`src/design/capture_defines.svh`:
```
// bus address map, axis count and capture buffer size
// for the motor-current capture path
`ifndef CAPTURE_DEFINES_SVH
`define CAPTURE_DEFINES_SVH

// ---------------------------------------------------------------------------
// bus address map, bits 15:12 select the space
// ---------------------------------------------------------------------------
`define ADDR_MAIN     4'h0      // main register space, axis pages
`define ADDR_DBUF     4'h7      // capture buffer space

// register offset inside an axis page, address bits 3:0
`define OFF_DAC_CTRL  4'h0

// bus axis 0 is the board page, channels sit on bus axes 1..NUM_AXES
`define NUM_AXES      4

// capture buffer depth is 2**BUF_AW entries
`define BUF_AW        10

`endif

```
`src/design/axis_channel.sv`:
```
// one motor axis
// dac setpoint register and rising-edge detect of adc conversion done

module axis_channel (
    input  logic        clk,
    input  logic        arst_n,
    input  logic        set_wen,
    input  logic [15:0] set_value,
    input  logic        adc_done,
    input  logic [15:0] adc_data,
    output logic [15:0] dac_setpoint,
    output logic        fb_pulse,
    output logic [15:0] fb_sample
);

    logic done_last;    // adc_done one clock back
    logic done_rise;

    assign done_rise = adc_done && !done_last;

    // ---------------------------------------------------------------------------
    // setpoint and edge state
    // ---------------------------------------------------------------------------
    always_ff @(posedge clk or negedge arst_n) begin
        if (!arst_n) begin
            dac_setpoint <= '0;
            done_last    <= 1'b0;
            fb_pulse     <= 1'b0;
        end else begin
            if (set_wen)
                dac_setpoint <= set_value;
            done_last <= adc_done;
            fb_pulse  <= done_rise;     // single cycle, a held level gives one
        end
    end

    // sample latched in step with fb_pulse
    always_ff @(posedge clk) begin
        if (done_rise)
            fb_sample <= adc_data;
    end

endmodule

```
`config.mk`:
```
export PLATFORM = sky130hd
export DESIGN_NAME = axis_channel
export DESIGN_NICKNAME = d
export VERILOG_FILES = /design/src/design/capture_defines.svh /design/src/design/axis_channel.sv
export SDC_FILE = /design/constraint.sdc
export NUM_CORES = 1
export LEC_CHECK = 0
export BUFFER_PORTS_ARGS = -buffer_cell sky130_fd_sc_hd__buf_2
export CORE_AREA = 2 2 53 55
export CTS_BUF_LIST = sky130_fd_sc_hd__clkbuf_4
export DETAILED_ROUTE_END_ITERATION = 8
export DIE_AREA = 0 0 55 57
export GPL_ROUTABILITY_DRIVEN = 1
export HOLD_SLACK_MARGIN = 0.02
export MAX_ROUTING_LAYER = met4
export PLACE_DENSITY = 0.84
export SKIP_LAST_GASP = 1
export SLEW_MARGIN = 20
export SYNTH_ARGS = -nofsm -noshare
export SYNTH_HDL_FRONTEND = slang
export SYNTH_SLANG_ARGS = --single-unit
```
`constraint.sdc`:
```
create_clock -name clk -period 4.6 [get_ports clk]
set_input_delay 0.69 -clock clk [delete_from_list [all_inputs] [get_ports clk]]
set_output_delay 0.69 -clock clk [all_outputs]
set_load 0.03 [all_outputs]
```
# [Word level (Yosys, flattened, before mapping)]
# Index checks and enable logic that the tools add are counted.
[word_totals] inputBits=36 ff_bits=34 latch_bits=0 output_inout_bits=33 mem_bits_rw=0 memories=0 romBits=0
[classes] order_cmp=0 n_reduce_logical=2 n_eq_ne=0 add_sub_neg=0 muxes=0 n_bitwise=0 n_shift=0 multipliers=0 div=0
[ops] operator="1-bit logical AND" n=1
[ops] operator="1-bit logical NOT" n=1

# [Logic depth before layout (Yosys ltp)]
[logic_depth] depth_word=2 ltp_mapped=3 depth_no_buf=1

# [Worst setup path after synthesis]
# Ideal clock, no wire load.
[synth_path] kind="input to register" start="in adc_done" end="reg fb_sample[0] (enable)" setup_ns=0.392 path_buffers=0 arrival_ns=1.479 required_time_ns=4.208 setup_slack_ns=2.729 stages=1 cell_sequence="nor2b_1"
[synth_via] elab_chain_cells=1
[synth_lines] element="start, declared" line_no="axis_channel.sv:9" source="input logic adc_done,"
[synth_lines] element="1-bit logical AND" line_no="axis_channel.sv:19" source="assign done_rise = adc_done && !done_last;"
[synth_lines] element="end signal, assigned" line_no="axis_channel.sv:40" source="fb_sample <= adc_data;"
[synth_lines] element="end, declared" line_no="axis_channel.sv:13" source="output logic [15:0] fb_sample"
# Every way passes these cells.
# A chain may end at the register's enable or synchronous reset.

# [Final worst setup path]
[layout_path] start="reg dac_setpoint[14]" end="out dac_setpoint[14]"
[layout_rtl] element="start, declared" line_no="axis_channel.sv:11" source="output logic [15:0] dac_setpoint,"
[layout_rtl] element="start signal, assigned" line_no="axis_channel.sv:31" source="dac_setpoint <= set_value;"
# No word-level cell between the ends.

==> key figures <==
Worst setup path
  – Crit path largest cell delay: 0.40 ns
  – CP max FO: 2
  – Critical path buffers and inverters: 1
  – CP delay by family, top: flip-flops
  – Cell breakdown of the critical path: buf_2
  – Critical Path Source Type: flip-flop
  – Worst EP arrival: 0.92 ns
  – Setup Crit Path Kind: reg2out
  – Worst Setup End Kind: output pin
  – Slowest library cell on the worst path: dfrtp_1
  – Req. time, crit path: 3.91 ns

Finish
  – Area grow syn2layout: 34.6%
  – Post-layout net count: 163
  – Layout Cells excl Fill: 159
  – Layout cells sized above 1: 72.7%
  – Layout fillers: 212
  – Fin util: 61.1%
  – Inserted Diodes: 0

Synth
  – Syn_area_per_cell: 22.4 um2
  – Yosys reg bits: 34
  – Post-Syn Nets: 89
  – Post-synthesis sequential area ratio: 78.5%
  – Syn. warnings: 0
  – Post-Synthesis Cells: 53
  – Post-synthesis cell type with the largest combined area: edfxtp_1
  – Top FF cell, synth: dfrtp_1
  – Number of synthesized flops with an enable pin: 16
  – Yosys top cell area share: 40.5%
  – Async SR Flop Fraction: 52.9%
  – Dominant cells by area after synthesis: edfxtp_1 (41%), dfrtp_1 (38%), mux2_4 (13%)
  – Area of the mapped netlist: 1190 um2
  – Synth cell count leaders: dfrtp_1 (18), edfxtp_1 (16), mux2_4 (10)
  – Dominant cell by count in the synthesized netlist: dfrtp_1
  – Synth cell types: 7

Floorplan
  – IO Count: 69
  – Core area: 2620 um2
  – Initial core utilization: 45.4%
  – Die height: 57 um
  – Std cell rows: 19
  – Die Area: 3140 um2
  – Die Width: 55 um

Place
  – Number of port buffers: 68
  – Routability cong.: 0.557
  – Post-placement cell count: 151

Clock network
  – Htree depth: 2
  – Post-CTS Setup Bufs: 0
  – # resized after CTS: 0
  – Clock Latency Late Sink: 0.33 ns
  – CTS sink cnt: 34
  – Clock tree from TritonCTS: built
  – Num CTS Buffers: 5
  – Cts hold-fix bufs: 0
  – Clock transition at path regs: 0.10 ns
  – Clock Tree Buf Depth: 2
  – Clock root cell: clkbuf_4

STA
  – Worst Hold Margin: 0.260 ns
  – Worst-Margin Slew: 0.438 ns
  – Minimum clock period: 1.61 ns
  – # setup viols final: 0
  – FMAX: 623 MHz
  – Clock skew: 0.00869 ns
  – TNS Setup: 0 ns
  – Relative slew slack: 70.8%
  – Final hold vios: 0
  – RSZ-0062 raised after global routing: no
  – Crit share post-route: 34.9%
  – Max-slew violation count: 0

Routing
  – Total wire length: 2170 um
  – Initial DRC count: 4
  – Post-DRT Antenna Nets: 0
  – Drt pass-1 iters: 3
  – Wire per inst: 13.7 um
  – Routed vias: 723
  – Drt via density: 4.55
  – DRC violation count after routing: 0

Global routing
  – Largest net degree at the start of global routing: 19
  – Via count of the first global-routing pass: 708
  – Global-route wire length before repair: 3150 um
  – Initial antenna violation count: 0
  – Total grt overflow: 0
  – GRT Total Usage: 15.7%

Power and ir drop
  – Leak: 0.779 nW
  – P per Cell Area: 386 nW/um2
  – VDD IR max: 0.000237 V

Job
  – # Max-Cap Violations: 0

Hold path
  – Worst Hold Class: in2async

Status
  – Outcome: finished, final reports clean
cells in the final DEF, fill, tap and decap left out, drive strengths merged:
cell type / n
clkinv: 2
edfxtp: 16
nor2b: 1
mux2: 16
buf: 69
clkbuf: 6
dfrtp: 18
where the power goes:
group          internal [mW]  total (mW)  switching, mW
Clock                 0.0641       0.159         0.0953
Sequential             0.341       0.350        0.00942
Combinational         0.0422       0.107         0.0645
through the flow:
stage	instance area [um2]	power, mW	worst slack [ns]
6_report	1600	0.616	2.99
4_1_cts	1600	0.625	2.97
2_1_floorplan	1190	0.425	2.73
3_5_place_dp	1540	0.464	3.01
3_3_place_gp	1540	0.461	3.05
5_1_grt	1600	0.648	2.92
sequential cells by signal (all words and copies together) (netlist names):
signal,flops
dac_setpoint,16
fb_pulse,1
fb_sample,16
done_last,1
kinds of logic after synthesis:
group | share of synthesized area (%)
flip-flops | 78.5
buffers and inverters | 2.64
AND/OR/NAND/NOR | 0.528
multiplexers | 18.4
cell type report:
cell class | count | area (um2) | share of cell area [%]
clock buffer | 6 | 45.0 | 2.82
clock inverter | 2 | 10.0 | 0.627
multi-input combinational | 17 | 224 | 14.0
sequential | 34 | 931 | 58.3
tap | 31 | 38.8 | 2.43
timing repair buffer | 69 | 348 | 21.8
routing by layer:
layer | vias up | part of all wire, % | track usage [%]
met1 | 335 | 36 | 15.5
met3 | 4 | 12 | 9.16
met5 | - | 0 | -
met4 | 0 | 0.92 | 7.32
li1 | 339 | - | -
met2 | 45 | 51 | 24.1
path summary, 6_finish.rpt:
kind	startpoint	to	slack, ns	cells after the start
min	arst_n	dac_setpoint[7]	0.26	1
max	dac_setpoint[14]	dac_setpoint[14]	2.99	1
max reg2reg	done_last	fb_sample[4]	3.57	2
max in group asynchronous	arst_n	dac_setpoint[2]	4.05	1
min in group clk	adc_done	done_last	0.47	1
min reg2reg	dac_setpoint[13]	dac_setpoint[13]	0.52	1
Note: power is estimated with default switching activity, not from simulation.
