===== config.mk =====
export PLATFORM = sky130hd
export DESIGN_NAME = feedback_select
export DESIGN_NICKNAME = d
export VERILOG_FILES = /design/src/design/capture_pkg.sv /design/src/design/feedback_select.sv
export VERILOG_INCLUDE_DIRS = /design/src /design/src/design
export SDC_FILE = /design/constraint.sdc
export NUM_CORES = 1
export LEC_CHECK = 0
export BUFFER_PORTS_ARGS = -buffer_cell sky130_fd_sc_hd__clkbuf_2
export CORE_AREA = 2 2 53 55
export DETAILED_ROUTE_END_ITERATION = 8
export DIE_AREA = 0 0 55 57
export HOLD_SLACK_MARGIN = 0.05
export PLACE_DENSITY = 0.84
export SLEW_MARGIN = 5
export SYNTH_ARGS = -nofsm -noshare
export SYNTH_HDL_FRONTEND = slang
export SYNTH_SLANG_ARGS = --single-unit

===== constraint.sdc =====
create_clock -name clk -period 0.8 [get_ports clk]
set_input_delay 0.04 -clock clk [delete_from_list [all_inputs] [get_ports clk]]
set_output_delay 0.04 -clock clk [all_outputs]
set_load 0.03 [all_outputs]

===== src/design/capture_defines.svh =====
// bus address map, axis count and capture buffer size
// for the motor-current capture path
`ifndef CAPTURE_DEFINES_SVH
`define CAPTURE_DEFINES_SVH

// ---------------------------------------------------------------------------
// bus address map, bits 15:12 select the space
// ---------------------------------------------------------------------------
`define ADDR_MAIN     4'h0      // main register space, axis pages
`define ADDR_DBUF     4'h7      // capture buffer space

// register offset inside an axis page, address bits 3:0
`define OFF_DAC_CTRL  4'h0

// bus axis 0 is the board page, channels sit on bus axes 1..NUM_AXES
`define NUM_AXES      4

// capture buffer depth is 2**BUF_AW entries
`define BUF_AW        10

`endif


===== src/design/capture_pkg.sv =====
// shared types of the capture path
// buffer entry, status word and the read-word union over both

package capture_pkg;

    // bus axis number, address bits 7:4
    typedef logic [3:0] axis_t;

    // one capture buffer entry
    typedef struct packed {
        logic        is_fb;     // 0 command, 1 feedback
        logic        ts_over;   // timestamp wider than 14 bits
        logic [13:0] ts_low;
        logic [15:0] value;     // commanded current or adc sample
    } buf_entry_t;

    // buffer status as read at 0x7800
    typedef struct packed {
        logic [15:0] rsvd;      // always zero
        logic        collecting;
        logic        zero;
        axis_t       chan;
        logic [9:0]  wr_addr;
    } status_word_t;

    // the single read data word, meaning depends on the address
    typedef union packed {
        buf_entry_t   entry;
        status_word_t status;
    } read_word_u;

endpackage


===== src/design/feedback_select.sv =====
// feedback mux in front of the capture buffer
// picks pulse and sample of the captured axis, one register stage

`include "capture_defines.svh"

module feedback_select
    import capture_pkg::*;
(
    input  logic                       clk,
    input  logic                       arst_n,
    input  logic [`NUM_AXES-1:0]       fb_pulse,
    input  logic [`NUM_AXES-1:0][15:0] fb_sample,
    input  axis_t                      chan,
    output logic                       sel_pulse,
    output logic [15:0]                sel_sample
);

    logic        mux_pulse;
    logic [15:0] mux_sample;

    // chan is the bus axis, channel i sits on bus axis i+1
    always_comb begin
        mux_pulse  = 1'b0;  // out of range chan selects nothing
        mux_sample = '0;
        for (int i = 0; i < `NUM_AXES; i++) begin
            if (chan == axis_t'(i + 1)) begin
                mux_pulse  = fb_pulse[i];
                mux_sample = fb_sample[i];
            end
        end
    end

    always_ff @(posedge clk or negedge arst_n) begin
        if (!arst_n)
            sel_pulse <= 1'b0;
        else
            sel_pulse <= mux_pulse;
    end

    always_ff @(posedge clk) begin
        sel_sample <= mux_sample;
    end

endmodule


; Yosys cells after proc, flatten, opt, wreduce, memory -nomap -nowiden
; Index checks and enable logic that the tools add are counted.
[classes]
n_addsub = 0
mul = 0
n_div = 0
order_cmp = 0
n_eq_ne = 4
shifts = 0
muxes = 8
bitwise_logic = 0
n_reduce_logical = 0
[ops]
columns = cell, n
row1 = two-way mux 16 bit, 4
row2 = equality test 4 x 2 -> 1 bit (second input constant), 2
row3 = equality test 4 x 1 -> 1 bit (second input constant), 1
row4 = equality test 4 x 3 -> 1 bit (second input constant), 1
row5 = two-way mux 1 bit, 4
[word_totals]
regBits = 17
latch_bits = 0
mem_bits_rw = 0
rom_bits = 0
input_bits = 74
n_memories = 0

; Longest topological paths before layout
; Gate-level depths: netlist (run 1).
[depth]
depth_word = 5
ltp_mapped = 5
mapped_depth_nobuf = 3

; Worst setup path before layout (run 1)
; OpenSTA, ideal clock, no wires.
[synth_path]
kind = in2reg
startpoint = in chan[1]
endpoint = reg sel_sample[10]
arrival_time_ns = 0.838
required_ns = 0.731
slack_ns = -0.107
path_stages = 5
n_path_buf = 2
cell_sequence = buf_6 -> nor4b_4 -> buf_6 -> nand2_1 -> o21ai_1
[synth_via]
elab_chain_len = 5
[synth_lines]
columns = item, line
row1 = "start, declared", feedback_select.sv:13  ; input axis_t chan,
row2 = equality test 4 x 1 -> 1 bit, feedback_select.sv:26  ; if (chan == axis_t'(i + 1)) begin
row3 = two-way mux 16 bit (3 in series), feedback_select.sv:26
row4 = two-way mux 16 bit (*), feedback_select.sv:26
row5 = named net mux_sample[10], feedback_select.sv:19  ; logic [15:0] mux_sample;
row6 = "end signal, assigned", feedback_select.sv:41  ; sel_sample <= mux_sample;
row7 = "end, declared", feedback_select.sv:15  ; output logic [15:0] sel_sample
; Mark *: on every way through the listed nets, which the timed path passes. The rest lies on a longest branch.

; Final worst setup path (run 1)
[layout_path]
startpoint = reg sel_pulse
endpoint = out sel_pulse
[layout_lines]
columns = item, line
row1 = "start, declared", feedback_select.sv:14  ; output logic sel_pulse,
row2 = "start signal, assigned", feedback_select.sv:37  ; sel_pulse <= mux_pulse;
; No word-level cell between the ends.

==> results of run 1 <==
-- flip-flops by register name (all words and copies together), names as in the netlist --
register / cells
sel_pulse: 1
sel_sample: 16
-- per-stage QoR --
stage               std cells  TNS (ns)  hold WS, ns   util  setup slack, ns
floorplan                  97     -1.04       -0.256      -           -0.104
global placement          220    -0.712       -0.181  0.515          -0.0592
detailed placement        220     -1.39       -0.181  0.515           -0.117
CTS                       259    -0.481       0.0633  0.723          -0.0838
global route              259    -0.713       0.0760  0.732           -0.104
finish                    259    -0.147       0.0710  0.732          -0.0717
-- area by class of cell --
type	instances	area [µm²]
flip-flops and latches	17	365
clock buffers	3	22.5
clock inverters	1	5.00
fillers	190	701
repair buffers	136	1070
multi-input cells	71	417
well taps	31	38.8
-- worst min-delay path: cells and delay by family --
family / cells / cell delay (ns)
buf+inv: 1 / 0.08
compound gates: 2 / 0.22
-- cell families after synthesis --
| group | Yosys count | synth area share |
|---|---|---|
| flip-flops | 17 | 0.423 |
| AND/OR/NAND/NOR | 20 | 0.120 |
| AO/OA/AOI/OAI | 51 | 0.391 |
| buffers and inverters | 9 | 0.0659 |
-- cell usage after synthesis --
master,count
a21oi_1,17
buf_1,1
buf_2,4
buf_6,2
clkbuf_1,2
dfrtp_1,1
dfxtp_1,16
nand2_1,18
nor2_2,1
nor4b_4,1
o21ai_0,7
o21ai_1,10
o221ai_1,17
-- how the worst max path moves through the flow --
stage | end | slack, ns
detailed placement | sel_sample[8] | -0.12
global placement | sel_sample[3] | -0.06
finish | sel_pulse | -0.07
global route | sel_pulse | -0.10
floorplan | sel_sample[10] | -0.10
CTS | sel_pulse | -0.08
-- power by group --
group	total, mW	internal, mW	switching, mW
clock network	0.482	0.186	0.296
logic	0.796	0.459	0.337
registers	0.940	0.907	0.0339
total	2.22	1.55	0.667
-- metal layers --
metal | share of wire | track usage | vias to the layer above
li1 | - | - | 631
met1 | 0.35 | 0.241 | 589
met2 | 0.53 | 0.495 | 74
met3 | 0.10 | 0.0628 | 6
met4 | 0.017 | 0.0976 | 0
met5 | 0 | 0 | -
-- what timing repair did --
item                                    CTS  global route
endpoints found under the setup margin   17            17
hold buffers                             35             0
resized for setup                        48            19
pin swaps                                 0             0
hold endpoints to repair                 18             0
==> summary.txt, run 1 <==
Placed Area = 1350 µm²
Clock Tree Buf Depth = 2
Crit end category = primary output
Unique masters post-synth = 13
WL per Instance = 15.0 µm
Normalized max-slew margin = 0.850
Critical Path Source Type = register
# Post-CTS Setup Buffers = 0
Post-synth top area cell = dfxtp_1
# Max-Cap Violations = 0
Status = complete, but fails checks
Row count = 19
Total GRT Usage = 0.255
Drt initial violations = 28
Synth Instances = 97
WP data required = 0.76 ns
First-pass GRT wire length = 5.82 mm
TritonCTS Sinks = 17
Yosys top cell area share = 0.393
Layout cells sized above 1 = 0.539
Final WS setup = -0.0717 ns
Failing checks = negative setup slack
Final min period = 0.872 ns
Initial core utilization = 0.312
CORE AREA = 2620 µm²
Area delta synth->final = 135%
Hold Path Depth = 3
Worst VDD drop = 0.00103 V
# DRC = 0
Initial DRT Pass Iterations = 4
RSZ-0062 raised after global routing = true
Worst-path cell chain = buf_8
DR vias/cell = 5.02
Worst hold path class = primary input to register
Worst path max stage delay = 0.40 ns
ANT nets after route = 0
CTS Buf Count = 3
Tot Pwr = 2.22 mW
Cell area after synthesis = 816 µm²
Critical path depth = 1
Final Cycle Share = 1.09
Initial antenna violation count = 0
I/O pins = 91
Die Y = 57 µm
WP buf/inv = 1
Die area = 3140 µm²
Antenna diodes = 0
Pwr per Cell Area = 1160 nW/µm²
Synthesized flop and latch total = 17
Die Wd = 55 µm
WL final = 3.89 mm
FMAX = 1.15 GHz
CTS Root Cell = clkbuf_4
Critical Path Fanout Max = 1
Final setup violation count = 14
Port Buffer Count = 90
Sequential-to-total area share from yosys stat = 0.423
Post-detail-place hpwl = 2.41 mm
Grt ovf = 0
Slowest CP cell = dfrtp_1
Vias = 1300
Worst-margin pin slew = 0.225 ns
Routability cong. = 0.720
Worst Hold End = sel_sample[12]
Crit Path Category = register to primary output
Mean post-synth cell area = 8.41 µm²
Final Instance Area = 1910 µm²
Top cells by area, synth = dfxtp_1, o221ai_1, a21oi_1
Vias in the first global route = 1393
Largest delay share family, worst path = flip-flops
Synth Net Count = 171
Final Hold Fails = 0
Crit path DAT = 0.83 ns
CP Launch Point = sel_pulse
Fin nets = 303
CTS tree = built
Reg clk slew, reported paths = 0.11 ns
Commonest non-fill, non-tap cell in the layout = clkbuf_2
Hold path start = fb_sample[44]
Htree depth = 1
Pin count of the biggest net entering global routing = 25
Most frequent cells in the layout = clkbuf_2, dlygate4sd3_1, nand2_1
Leakage power = 0.893 nW
Max-slew violation count = 0
Yosys warning count = 0
No activity file was read; power rests on OpenSTA's default activity.
==> inputs of run 2 (changes only) <==
Settings changed: SKIP_CTS_REPAIR_TIMING set to 1.
==> run 2 against run 1 <==
Against the previous run: the flow still finishes with violations (negative setup slack); largest cell class unchanged; total power shrank 3.6%; routed wire length shrank 8.8%; clock-buffer cell count unchanged; maximum frequency grew 2.7%; global-route usage is 6.6 points lower; worst setup slack improved by 0.023 ns; final area decreased by 6.5%; highest routed layer unchanged; critical endpoint unchanged; non-clock buffer count is 6 lower; clock power down 0.8%; sequential share of layout area is 1.3 points higher.
==> summary.txt, run 2 (synthesis results as in run 1) <==
Layout cells sized above 1 = 0.554 (was 0.539)
Final Cycle Share = 1.06 (was 1.09)
Pwr per Cell Area = 1190 nW/µm² (was 1160 nW/µm²)
WP data required = 0.76 ns (about the same)
Largest delay share family, worst path = flip-flops (unchanged)
Fin nets = 297 (was 303)
Most frequent cells in the layout = clkbuf_2, dlygate4sd3_1, nand2_1 (unchanged)
Placed Cells = 220 (unchanged)
RSZ-0062 raised after global routing = true (unchanged)
Vias = 1262 (was 1300)
Tot Pwr = 2.14 mW (was 2.22 mW)
DR vias/cell = 4.99 (was 5.02)
WL final = 3.55 mm (was 3.89 mm)
Final WS setup = -0.0486 ns (was -0.0717 ns)
CTS Buf Count = 3 (unchanged)
Non-Filler Instances = 253 (was 259)
Worst hold path class = primary input to register (unchanged)
CTS Root Cell = clkbuf_4 (unchanged)
Worst-path cell chain = buf_6 (was buf_8)
Status = complete, but fails checks (unchanged)
Largest reg by FF count = sel_sample (unchanged)
CTS tree = built (unchanged)
Crit Path Category = register to primary output (unchanged)
CORE AREA = 2620 µm² (unchanged)
# DRC = 0 (unchanged)
Port Buffer Count = 90 (unchanged)
Final min period = 0.849 ns (was 0.872 ns)
Initial core utilization = 0.312 (unchanged)
Final setup violation count = 4 (was 14)
Routability cong. = 0.720 (unchanged)
WP buf/inv = 1 (unchanged)
Leakage power = 0.848 nW (was 0.893 nW)
Normalized max-slew margin = 0.856 (was 0.850)
Worst Hold End = sel_sample[10] (was sel_sample[12])
Top Registers = sel_sample x16, sel_pulse x1 (unchanged)
Slowest CP cell = dfrtp_1 (unchanged)
Fin Hold WS = 0.0239 ns (was 0.0710 ns)
Htree depth = 1 (unchanged)
Hold Path Depth = 3 (unchanged)
Pin count of the biggest net entering global routing = 25 (unchanged)
Initial DRT Pass Iterations = 4 (unchanged)
First-pass GRT wire length = 4.45 mm (was 5.82 mm)
Row count = 19 (unchanged)
FMAX = 1.18 GHz (was 1.15 GHz)
Die Wd = 55 µm (unchanged)
Clock Tree Buf Depth = 2 (unchanged)
I/O pins = 91 (unchanged)
Die Y = 57 µm (unchanged)
Commonest non-fill, non-tap cell in the layout = clkbuf_2 (unchanged)
Drt initial violations = 35 (was 28)
Reg clk slew, reported paths = 0.10 ns (was 0.11 ns)
Max-slew violation count = 0 (unchanged)
# Max-Cap Violations = 0 (unchanged)
WL per Instance = 14.0 µm (was 15.0 µm)
Worst VDD drop = 0.00104 V (was 0.00103 V)
Critical Path Source Type = register (unchanged)
Post-detail-place hpwl = 2.41 mm (unchanged)
ANT nets after route = 0 (unchanged)
Worst path max stage delay = 0.39 ns (was 0.40 ns)
Crit end category = primary output (unchanged)
Final Hold Fails = 0 (unchanged)
Antenna diodes = 0 (unchanged)
Critical Path Fanout Max = 1 (unchanged)
Failing checks = negative setup slack (unchanged)
Initial antenna violation count = 0 (unchanged)
Area delta synth->final = 119% (was 135%)
Worst-margin pin slew = 0.214 ns (was 0.225 ns)
TritonCTS Sinks = 17 (unchanged)
Grt ovf = 0 (unchanged)
Total GRT Usage = 0.189 (was 0.255)
Crit path DAT = 0.81 ns (was 0.83 ns)
Vias in the first global route = 1138 (was 1393)
Die area = 3140 µm² (unchanged)
Hold path start = fb_sample[10] (was fb_sample[44])
Max FFs per register = 16 (unchanged)
## run 2: metal layers
metal	part of all wire	global-route usage	vias to the layer above
met1	0.36	0.210	565
li1	-	-	622
met2	0.52	0.318	71
met3	0.10	0.0602	4
met4	0.0087	0.0871	0
met5	0	0	-
## run 2: area by class of cell
class | instances | area (µm²)
fillers | 206 | 825
clock buffers | 3 | 22.5
well taps | 31 | 38.8
clock inverters | 1 | 5.00
flip-flops and latches | 17 | 365
multi-input cells | 71 | 417
repair buffers | 130 | 942
## run 2: how the worst max path moves through the flow
stage               startpoint              to  depth (start not counted)
floorplan              chan[1]  sel_sample[10]                          5
global placement       chan[1]   sel_sample[3]                          5
finish               sel_pulse       sel_pulse                          1
detailed placement     chan[1]   sel_sample[8]                          5
global route         sel_pulse       sel_pulse                          1
CTS                  sel_pulse       sel_pulse                          1
## run 2: metrics by stage
step	area, µm²	worst slack [ns]	setup TNS [ns]	util
3_5_place_dp	1350	-0.117	-1.39	0.515
4_1_cts	1370	-0.0950	-1.15	0.525
5_1_grt	1790	-0.0923	-0.614	0.685
6_report	1790	-0.0486	-0.0552	0.685
2_1_floorplan	822	-0.104	-1.04	-
3_3_place_gp	1350	-0.0592	-0.712	0.515
## run 2: power by group
| group | total [mW] | internal [mW] | switching, mW |
|---|---|---|---|
| combinational | 0.731 | 0.405 | 0.326 |
| sequential | 0.928 | 0.906 | 0.0224 |
| clock | 0.478 | 0.186 | 0.292 |
| total | 2.14 | 1.50 | 0.641 |
