## src/design/capture_defines.svh

```systemverilog
// bus address map, axis count and capture buffer size
// for the motor-current capture path
`ifndef CAPTURE_DEFINES_SVH
`define CAPTURE_DEFINES_SVH

// ---------------------------------------------------------------------------
// bus address map, bits 15:12 select the space
// ---------------------------------------------------------------------------
`define ADDR_MAIN     4'h0      // main register space, axis pages
`define ADDR_DBUF     4'h7      // capture buffer space

// register offset inside an axis page, address bits 3:0
`define OFF_DAC_CTRL  4'h0

// bus axis 0 is the board page, channels sit on bus axes 1..NUM_AXES
`define NUM_AXES      4

// capture buffer depth is 2**BUF_AW entries
`define BUF_AW        10

`endif

```

## src/design/capture_pkg.sv

```systemverilog
// shared types of the capture path
// buffer entry, status word and the read-word union over both

package capture_pkg;

    // bus axis number, address bits 7:4
    typedef logic [3:0] axis_t;

    // one capture buffer entry
    typedef struct packed {
        logic        is_fb;     // 0 command, 1 feedback
        logic        ts_over;   // timestamp wider than 14 bits
        logic [13:0] ts_low;
        logic [15:0] value;     // commanded current or adc sample
    } buf_entry_t;

    // buffer status as read at 0x7800
    typedef struct packed {
        logic [15:0] rsvd;      // always zero
        logic        collecting;
        logic        zero;
        axis_t       chan;
        logic [9:0]  wr_addr;
    } status_word_t;

    // the single read data word, meaning depends on the address
    typedef union packed {
        buf_entry_t   entry;
        status_word_t status;
    } read_word_u;

endpackage

```

## src/design/dac_cmd_if.sv

```systemverilog
// commanded-current event from the write decoder to the capture buffer
// one-cycle strobe plus axis, collect bit and value

interface dac_cmd_if
    import capture_pkg::*;
();

    logic        cmd_wen;       // one cycle per dac control write
    axis_t       cmd_axis;
    logic        cmd_collect;   // bit 30 of the write
    logic [15:0] cmd_value;     // commanded current

    modport src (output cmd_wen, output cmd_axis, output cmd_collect, output cmd_value);
    modport dst (input cmd_wen, input cmd_axis, input cmd_collect, input cmd_value);

endinterface

```

## src/design/cmd_decoder.sv

```systemverilog
// bus write decode for the dac control registers
// per-axis setpoint strobes and the commanded-current event

`include "capture_defines.svh"

module cmd_decoder
    import capture_pkg::*;
(
    input  logic                 clk,
    input  logic                 arst_n,
    input  logic [15:0]          reg_waddr,
    input  logic [31:0]          reg_wdata,
    input  logic                 reg_wen,
    output logic [`NUM_AXES-1:0] set_wen,
    output logic [15:0]          set_value,
    dac_cmd_if.src               cmd
);

    logic  ctrl_hit;    // write lands on a dac control register
    axis_t wr_axis;

    assign wr_axis  = reg_waddr[7:4];
    assign ctrl_hit = reg_wen && (reg_waddr[15:12] == `ADDR_MAIN)
                      && (reg_waddr[3:0] == `OFF_DAC_CTRL);

    // strobes, channel i answers to bus axis i+1
    always_ff @(posedge clk or negedge arst_n) begin
        if (!arst_n) begin
            set_wen     <= '0;
            cmd.cmd_wen <= 1'b0;
        end else begin
            for (int i = 0; i < `NUM_AXES; i++) begin
                set_wen[i] <= ctrl_hit && (wr_axis == axis_t'(i + 1));
            end
            cmd.cmd_wen <= ctrl_hit;    // board page and high axes too
        end
    end

    // payload, only looked at with a strobe
    always_ff @(posedge clk) begin
        if (ctrl_hit) begin
            set_value       <= reg_wdata[15:0];
            cmd.cmd_axis    <= wr_axis;
            cmd.cmd_collect <= reg_wdata[30];   // start/stop capture
            cmd.cmd_value   <= reg_wdata[15:0];
        end
    end

endmodule

```

## src/flat_wrapper.sv

```systemverilog
// flat-port wrapper written by rule: the top's interface ports become plain ports
module cmd_decoder_flat import capture_pkg::*;
  (clk, arst_n, reg_waddr, reg_wdata, reg_wen, set_wen, set_value, cmd_cmd_wen, cmd_cmd_axis, cmd_cmd_collect, cmd_cmd_value);
  dac_cmd_if cmd_i ();
  input  logic clk;
  input  logic arst_n;
  input  logic [15:0] reg_waddr;
  input  logic [31:0] reg_wdata;
  input  logic reg_wen;
  output logic [`NUM_AXES-1:0] set_wen;
  output logic [15:0] set_value;
  output wire logic [$bits(cmd_i.cmd_wen)-1:0] cmd_cmd_wen;
  output wire logic [$bits(cmd_i.cmd_axis)-1:0] cmd_cmd_axis;
  output wire logic [$bits(cmd_i.cmd_collect)-1:0] cmd_cmd_collect;
  output wire logic [$bits(cmd_i.cmd_value)-1:0] cmd_cmd_value;
  assign cmd_cmd_wen = cmd_i.cmd_wen;
  assign cmd_cmd_axis = cmd_i.cmd_axis;
  assign cmd_cmd_collect = cmd_i.cmd_collect;
  assign cmd_cmd_value = cmd_i.cmd_value;
  cmd_decoder u_core (.clk(clk), .arst_n(arst_n), .reg_waddr(reg_waddr), .reg_wdata(reg_wdata), .reg_wen(reg_wen), .set_wen(set_wen), .set_value(set_value), .cmd(cmd_i));
endmodule
```

## config.mk

```make
export PLATFORM = sky130hd
export DESIGN_NAME = cmd_decoder_flat
export DESIGN_NICKNAME = d
export VERILOG_FILES = /design/src/design/capture_pkg.sv /design/src/design/dac_cmd_if.sv /design/src/design/cmd_decoder.sv /design/src/flat_wrapper.sv
export VERILOG_INCLUDE_DIRS = /design/src /design/src/design
export SDC_FILE = /design/constraint.sdc
export NUM_CORES = 1
export LEC_CHECK = 0
export BUFFER_PORTS_ARGS = -buffer_cell sky130_fd_sc_hd__buf_2
export CAP_MARGIN = 10
export CORE_MARGIN = 4
export CORE_UTILIZATION = 36
export CTS_CLUSTER_DIAMETER = 30
export DETAILED_ROUTE_END_ITERATION = 10
export PLACE_DENSITY = 0.88
export SKIP_CTS_REPAIR_TIMING = 1
export SLEW_MARGIN = 25
export SYNTH_ARGS = -nofsm -noshare
export SYNTH_HDL_FRONTEND = slang
export SYNTH_SLANG_ARGS = --single-unit
```

## constraint.sdc

```tcl
create_clock -name clk -period 0.9 [get_ports clk]
set_clock_uncertainty 0.15 [all_clocks]
set_input_delay 0.045 -clock clk [delete_from_list [all_inputs] [get_ports clk]]
set_output_delay 0.045 -clock clk [all_outputs]
set_load 0.03 [all_outputs]
```

# After elaboration in Yosys (flattened, before gate mapping)
# Cells that the tools add are included.
# Widths: inputs -> output; s select.
# word_totals
mem_count	0
wordCells	17
ff_bits	26
mem_bits_rw	0
out_inout_bits	42
latch_bits	0
romBits	0
inputBits	51
# op_classes
eq_ne	4
order_cmp	0
div_mod_pow	0
add_sub_neg	0
reduce_logical	8
mux	0
shifts	0
multipliers	0
n_bitwise	0
# ops
operator	n
$eq 4x2->1 const B	2
$logic_not 4->1	2
$logic_and 1x1->1	6
$eq 4x1->1 const B	1
$eq 4x3->1 const B	1

# Depth between registers and ports, before layout
# Gate-level depths: netlist of run 1.
# logic_depth
word_depth	4
depth_mapped	2
depth_no_buf	2

# Worst setup path after synthesis of run 1
# Ideal clock, no wire load.
# synth_path
path_type	input-to-reg
startpoint	input port reg_waddr[3]
endpoint	register u_core.cmd.cmd_axis[0] (enable)
path_buffers	0
t_required_ps	323
setup_time_ps	427
cell_stages	2
path_slack_ps	-1834
t_arrival_ps	2156
cell_sequence	or4_4 nor3_1
# synth_via
elab_chain_len	2
# synth_lines
item	line	source
from (decl)	flat_wrapper.sv:7	input logic [15:0] reg_waddr;
$logic_not 4->1 (no line)	--	
$logic_and 1x1->1	cmd_decoder.sv:23	assign ctrl_hit = reg_wen && (reg_waddr[15:12] == `ADDR_MAIN)
via u_core.ctrl_hit	cmd_decoder.sv:19	logic ctrl_hit;
to (signal assigned)	cmd_decoder.sv:43	cmd.cmd_axis <= wr_axis;
to (decl)	dac_cmd_if.sv:13	modport src (output cmd_wen, output cmd_axis, output cmd_collect, output cmd_value);
# The timed path passes the listed nets, and every way through them passes these cells.
# A chain may end at the register's enable or synchronous reset.

# Worst setup path after layout of run 1
# layout_path
startpoint	input port reg_waddr[3]
endpoint	register u_core.cmd.cmd_axis[3] (enable)
# The elaborated chain is that of the path after synthesis.

==> results.yml, run 1 <==
outcome:
  status: "complete, but fails checks"
  violations: "hold timing, setup timing"
timing:
  setup_tns_ns: -14.58
  tightest_slew_ns: 0.204
  whs_ns: -0.186
  maxSlewViolCount: 0
  setup_ws_ns: -0.302
  slew_headroom: 0.863
  rsz0062_at_grt: "yes"
  max_clock_freq_mhz: 832
  finalCritPeriodShare: 1.34
  finalHoldViolCount: 8
  setup-violations-final: 68
  period_needed_ns: 1.20
floorplan:
  dieArea_sq_um: 3710
  initial_core_util: 0.392
  rows: 18
  core_sq_um: 2570
  ios: 93
  die_w_microns: 60.9
  die_h_microns: 60.9
layout:
  syn2layout_area_growth_pct: 87.0
  final_layout_size_suffix_gt1_frac: 0.650
  final_util: 0.733
  n_antenna_cell: 0
  nets: 192
logic_synthesis:
  seq_area_frac_synth: 0.750
  synth_cell_type_count: 11
  synth_cells: 54
  yosys_warnings: 0
  avgSynthCellArea_sq_um: 18.7
  netlist_area_sq_um: 1010
  synth.net_count: 105
  ys_ff_latch: 26
placement:
  place_congestion: 0.682
  post-dp-hpwl_microns: 1820
  place_ws_ns: -0.643
  portBuffers: 73
detailed_routing:
  drc_errors: 0
  first_iter_violations: 4
  first_pass_iters: 4
  post_drt_via_cell_ratio: 4.48
  vias: 762
  drtAntennaViolNets: 0
  wl_per_cell_microns: 15.0
  drt-total-wl_microns: 2560
global_route:
  grt_pass1_wl_microns: 2880
  grt_util_all_layers: 0.110
  antenna_found_initial: 0
  gr-total-overflow: 0
  grt_max_degree: 15
  grt_pass1_vias: 649
critical_path:
  crit_family: "simple AND/OR/NAND/NOR gates"
  cp_common_cell: "buf_6"
  critPathBufInv: 2
  cp.depth: 4
  arrival_ns: 1.08
  cp.required_ns: 0.78
  worstSetupStartpointType: "input port"
  slowest_stage: "or4_4"
  endpoint_kind: "flip-flop"
  crit_chain: "buf_6, or4_4, nor3_4, buf_6"
  worstSetupPathType: "in -> reg"
  critical_path.max_fanout: 12
  cp-endpoint: "u_core.cmd.cmd_axis[3]"
  cp-startpoint: "reg_waddr[3]"
  slowest_delay_ns: 0.55
clock_tree:
  clock_sinks: 26
  clk_pin_slew_ns: 0.13
  htree_levels: 1
  clockBufferDepth: 2
  cts_tree: "yes"
  cts_made_buffers: 3
  root_buffer: "clkbuf_4"
power_and_ir_drop:
  power_leakage_uw: 0.000833
  ir_drop_mv: 0.774
  p_per_area_nw_per_um2: 1090
job:
  drv_cap: 0
min_path:
  holdCritPathClass: "in -> reg"
  worstHoldPathCells: 1
power breakdown:
group / switching [uW] / internal [uW] / leakage [uW]
registers: 1.60 / 1300 / 0.000259
logic: 74.4 / 133 / 0.000553
clock network: 304 / 246 / 0.0000210
total: 380 / 1680 / 0.000833
synth_stat cells:
library cell / count / area share
or4bb_1: 1 / 0.011
or2_2: 1 / 0.0062
nor4_4: 1 / 0.021
or4_4: 1 / 0.011
edfxtp_1: 21 / 0.63
nor4_2: 3 / 0.037
buf_4: 16 / 0.12
or3b_1: 1 / 0.0087
dfrtp_1: 5 / 0.12
nor3_1: 1 / 0.0050
or4b_1: 3 / 0.030
through the flow:
step / total power [uW] / hold WS (ns) / std cells / instance area (sq um)
3_3_place_gp: 1450 / -0.296 / 146 / 1340
2_1_floorplan: 1370 / -0.401 / 54 / 1080
4_1_cts: 2020 / -0.642 / 150 / 1380
5_1_grt: 2150 / -0.202 / 170 / 1880
3_5_place_dp: 1450 / -0.287 / 146 / 1340
6_report: 2060 / -0.186 / 170 / 1880
layer usage:
metal / wire length [microns] / GRT usage / up-vias
met2: 1460 / 0.195 / 49
li1: - / - / 359
met1: 821 / 0.108 / 352
met5: 0 / 0 / -
met3: 258 / 0.0532 / 2
met4: 15 / 0.0464 / 0
sequential cells by signal, indices dropped and copies added, names as in the netlist:
| signal | cells |
|---|---|
| u_core.cmd.cmd_axis | 4 |
| u_core.cmd.cmd_wen | 1 |
| u_core.set_wen | 4 |
| u_core.cmd.cmd_value | 16 |
| u_core.cmd.cmd_collect | 1 |
cell type report:
class / count / area [sq um]
repair buffers: 98 / 891
flip-flops and latches: 26 / 756
well taps: 30 / 37.5
multi-input cells: 12 / 163
fillers: 180 / 684
clock buffers: 4 / 36.3
worst min-delay path by stage:
stage | start | slack (ns) | end
floorplan | arst_n | -0.40 | u_core.cmd.cmd_wen
global placement | arst_n | -0.30 | u_core.cmd.cmd_wen
detailed placement | arst_n | -0.29 | u_core.cmd.cmd_wen
CTS | arst_n | -0.64 | u_core.set_wen[0]
global route | reg_waddr[5] | -0.20 | u_core.cmd.cmd_axis[1]
finish | reg_waddr[4] | -0.19 | u_core.cmd.cmd_axis[0]
layout by cell type (no fill, tap or decap), types with 2 or more instances in the layout:
| cell type | synthesis | routed |
|---|---|---|
| or4b_1 | 3 | 3 |
| buf_6 | 0 | 48 |
| buf_4 | 16 | 2 |
| edfxtp_1 | 21 | 21 |
| dfrtp_1 | 5 | 5 |
| clkbuf_4 | 0 | 3 |
| nor4_4 | 1 | 3 |
| buf_2 | 0 | 29 |
| dlygate4sd3_1 | 0 | 19 |
kinds of logic after synthesis:
group	count (synthesis)	share of synthesized area
simple gates	12	0.130
flops	26	0.750
buf+inv	16	0.119
Power figures use the tool's default switching activity.
==> inputs of run 2 (changes only) <==
CORE_ASPECT_RATIO = 1.25   (was unset)
RECOVER_POWER = 50   (was unset)
==> results.yml, run 2 (synthesis results as in run 1) <==
outcome:
  status: "complete, but fails checks"
  violations: "hold timing, setup timing"
power_and_ir_drop:
  ir_drop_mv: 0.620
  power_leakage_uw: 0.000819
  p_per_area_nw_per_um2: 1060
layout:
  final_cell_mix: "buf_6, buf_2, edfxtp_1, dlygate4sd3_1"
  final_common_cell: "buf_6"
  n_antenna_cell: 0
  reg.largest.list: "u_core.cmd.cmd_value (16), u_core.cmd.cmd_axis (4), u_core.set_wen (4)"
  nets: 192
  final_layout_size_suffix_gt1_frac: 0.614
  largest_reg_flops: 16
  fillerInstances: 167
  syn2layout_area_growth_pct: 85.1
  regMostFlops: "u_core.cmd.cmd_value"
  stdcell_count: 174
floorplan:
  die_w_microns: 55.3
  die_h_microns: 67.1
  rows: 21
  initial_core_util: 0.376
  ios: 93
  dieArea_sq_um: 3710
  core_sq_um: 2680
timing:
  slew_headroom: 0.810
  finalHoldViolCount: 12
  max_clock_freq_mhz: 843
  tightest_slew_ns: 0.284
  setup-violations-final: 68
  maxSlewViolCount: 0
  rsz0062_at_grt: "yes"
  period_needed_ns: 1.19
  finalCritPeriodShare: 1.32
  setup_tns_ns: -14.73
  whs_ns: -0.130
  setup_ws_ns: -0.286
critical_path:
  worstSetupPathType: "in -> reg"
  worstSetupStartpointType: "input port"
  endpoint_kind: "flip-flop"
  cp.required_ns: 0.78
  crit_chain: "buf_6, or4_4, nor3_4, buf_4"
  slowest_stage: "or4_4"
  arrival_ns: 1.07
  critical_path.max_fanout: 8
  slowest_delay_ns: 0.54
global_route:
  grt_max_degree: 15
  grt_pass1_vias: 658
  antenna_found_initial: 0
  grt_util_all_layers: 0.104
  gr-total-overflow: 0
  grt_pass1_wl_microns: 2970
detailed_routing:
  first_pass_iters: 4
  drc_errors: 0
  drt-total-wl_microns: 2960
  post_drt_via_cell_ratio: 4.53
  first_iter_violations: 8
  vias: 789
  drtAntennaViolNets: 0
  wl_per_cell_microns: 17.0
placement:
  post-place-cells: 151
  portBuffers: 73
  place_ws_ns: -0.622
  place_congestion: 0.766
  post-dp-hpwl_microns: 1710
min_path:
  holdCritPathClass: "in -> reg"
  worstHoldPathCells: 1
clock_tree:
  clockBufferDepth: 2
  cts_tree: "yes"
  htree_levels: 1
  clk_pin_slew_ns: 0.12
  root_buffer: "clkbuf_4"
  cts_made_buffers: 3
  clock_sinks: 26
job:
  drv_cap: 0
## run 2: report_power, final
group | leakage, uW | internal [uW] | total, uW | switching (uW)
Combinational | 0.000545 | 126 | 206 | 80.0
Sequential | 0.000259 | 1300 | 1300 | 1.72
Clock | 0.0000154 | 162 | 470 | 308
Total | 0.000819 | 1590 | 1980 | 390
## run 2: worst paths after layout
path	startpoint	endpoint	slack (ns)
max	reg_waddr[3]	u_core.cmd.cmd_value[6]	-0.29
min	reg_waddr[6]	u_core.cmd.cmd_axis[2]	-0.13
max in group asynchronous	arst_n	u_core.set_wen[0]	0.39
min in group asynchronous	arst_n	u_core.cmd.cmd_wen	-0.01
## run 2: per-stage QoR
| stage | total power (uW) | hold slack [ns] | cell area, sq um | util |
|---|---|---|---|---|
| after CTS | 1890 | -0.627 | 1380 | 0.515 |
| after detailed placement | 1450 | -0.285 | 1350 | 0.505 |
| after global routing | 2060 | -0.148 | 1860 | 0.696 |
| final | 1980 | -0.130 | 1860 | 0.696 |
| after global placement | 1450 | -0.289 | 1350 | 0.505 |
| after floorplan | 1370 | -0.401 | 1080 | - |
## run 2: area by class of cell
type	count	area [sq um]	area share
Clock buffer	3	22.5	0.0121
Clock inverter	1	3.75	0.00201
Multi-Input combinational cell	12	171	0.0919
Sequential cell	26	756	0.405
Tap cell	34	42.5	0.0228
Timing Repair Buffer	98	868	0.466
## run 2: per-layer routing
metal	GRT usage	vias up	part of all wire
met5	0	-	0
met4	0.0638	0	0.0041
met3	0.0440	2	0.10
met2	0.206	54	0.51
met1	0.0836	371	0.38
li1	-	362	-
## run 2: critical path, delay by kind of cell
kind / cells / cell delay (ns)
AND/OR/NAND/NOR: 2 / 0.72
buffers and inverters: 2 / 0.30
==> inputs of run 3 (changes only) <==
CORE_UTILIZATION = 37   (was 36)
CTS_BUF_LIST = sky130_fd_sc_hd__clkbuf_4   (was unset)
MAX_ROUTING_LAYER = met4   (was unset)
PLACE_DENSITY = 0.9   (was 0.88)
==> results.yml, run 3 (synthesis results as in run 1) <==
global_route:
  grt_util_all_layers: 0.115
  grt_pass1_vias: 673
  grt_pass1_wl_microns: 2860
  gr-total-overflow: 0
  grt_max_degree: 23
  antenna_found_initial: 0
layout:
  syn2layout_area_growth_pct: 86.0
  regMostFlops: "u_core.cmd.cmd_value"
  final_common_cell: "buf_6"
  n_antenna_cell: 0
  final_cell_mix: "buf_6, buf_2, edfxtp_1, dlygate4sd3_1, dfrtp_1"
  final_layout_size_suffix_gt1_frac: 0.624
  nets: 193
  reg.largest.list: "u_core.cmd.cmd_value (16), u_core.cmd.cmd_axis (4), u_core.set_wen (4)"
  largest_reg_flops: 16
floorplan:
  ios: 93
  rows: 20
  initial_core_util: 0.399
  dieArea_sq_um: 3630
  core_sq_um: 2530
  die_w_microns: 54.7
  die_h_microns: 66.3
detailed_routing:
  drtAntennaViolNets: 0
  drt-total-wl_microns: 3110
  first_iter_violations: 24
  drc_errors: 0
  post_drt_via_cell_ratio: 4.58
  wl_per_cell_microns: 17.9
  first_pass_iters: 4
  vias: 797
min_path:
  worstHoldPathCells: 1
  hold_start: "reg_waddr[5]"
  holdCritPathClass: "in -> reg"
  worstHoldEndpoint: "u_core.cmd.cmd_axis[1]"
power_and_ir_drop:
  power_leakage_uw: 0.000813
  ir_drop_mv: 0.852
  p_per_area_nw_per_um2: 1080
  power_uw: 2030
timing:
  maxSlewViolCount: 0
  rsz0062_at_grt: "yes"
  finalCritPeriodShare: 1.30
  setup-violations-final: 69
  period_needed_ns: 1.17
  tightest_slew_ns: 0.292
  slew_headroom: 0.806
  max_clock_freq_mhz: 854
  finalHoldViolCount: 11
  whs_ns: -0.130
  setup_ws_ns: -0.271
clock_tree:
  clockBufferDepth: 2
  htree_levels: 1
  cts_tree: "yes"
  root_buffer: "clkbuf_4"
  clk_pin_slew_ns: 0.13
  clock_sinks: 26
  cts_made_buffers: 3
placement:
  portBuffers: 73
  place_congestion: 0.618
critical_path:
  worstSetupStartpointType: "input port"
  worstSetupPathType: "in -> reg"
  cp.required_ns: 0.77
  arrival_ns: 1.05
  endpoint_kind: "flip-flop"
  critical_path.max_fanout: 22
job:
  drv_cap: 0
outcome:
  violations: "hold timing, setup timing"
  status: "complete, but fails checks"
-- run 3: changes by cell type in the layout (fill, tap and decap cells not counted), sizes merged --
cell / delta
buf: +1
dlygate4sd3: +2
clkbuf: -1
clkinv: -1
-- run 3: cell type report --
| type | count | area, sq um |
|---|---|---|
| Timing Repair Buffer | 99 | 892 |
| Sequential cell | 26 | 756 |
| Fill cell | 156 | 654 |
| Multi-Input combinational cell | 12 | 154 |
| Tap cell | 33 | 41.3 |
| Clock buffer | 4 | 30.0 |
-- run 3: stage by stage --
stage               utilization  std cells  cell area [sq um]  TNS [ns]  setup WS (ns)
finish                    0.741        174               1870    -14.35         -0.271
floorplan                     -         54               1080    -19.30         -0.852
global route              0.741        174               1870    -16.58         -0.293
detailed placement        0.540        150               1370    -14.72         -0.612
CTS                       0.552        154               1400    -13.97         -0.264
global placement          0.540        150               1370    -14.17         -0.591
-- run 3: worst max-delay path, cell delays in order --
cell and delay, ns:
buf_6 0.09, or4_4 0.55, nor3_4 0.17, buf_12 0.20
-- run 3: layer usage --
layer,GRT usage,wire [microns],up-vias
li1,-,-,365
met1,0.100,1230,370
met2,0.206,1530,58
met3,0.0203,298,4
met4,0.0841,54,0
met5,-,0,-
-- run 3: worst max-delay path by stage --
stage / start / end / slack (ns)
global placement: reg_waddr[3] / u_core.cmd.cmd_value[12] / -0.59
CTS: reg_waddr[3] / u_core.cmd.cmd_value[9] / -0.26
floorplan: reg_waddr[3] / u_core.cmd.cmd_axis[0] / -0.85
detailed placement: reg_waddr[3] / u_core.cmd.cmd_value[15] / -0.61
finish: reg_waddr[3] / u_core.cmd.cmd_value[9] / -0.27
global route: u_core.cmd.cmd_value[12] / cmd_cmd_value[12] / -0.29
-- run 3: power breakdown --
group          internal, uW  switching, uW
logic                   136           82.7
clock network           203            306
registers              1300           1.77
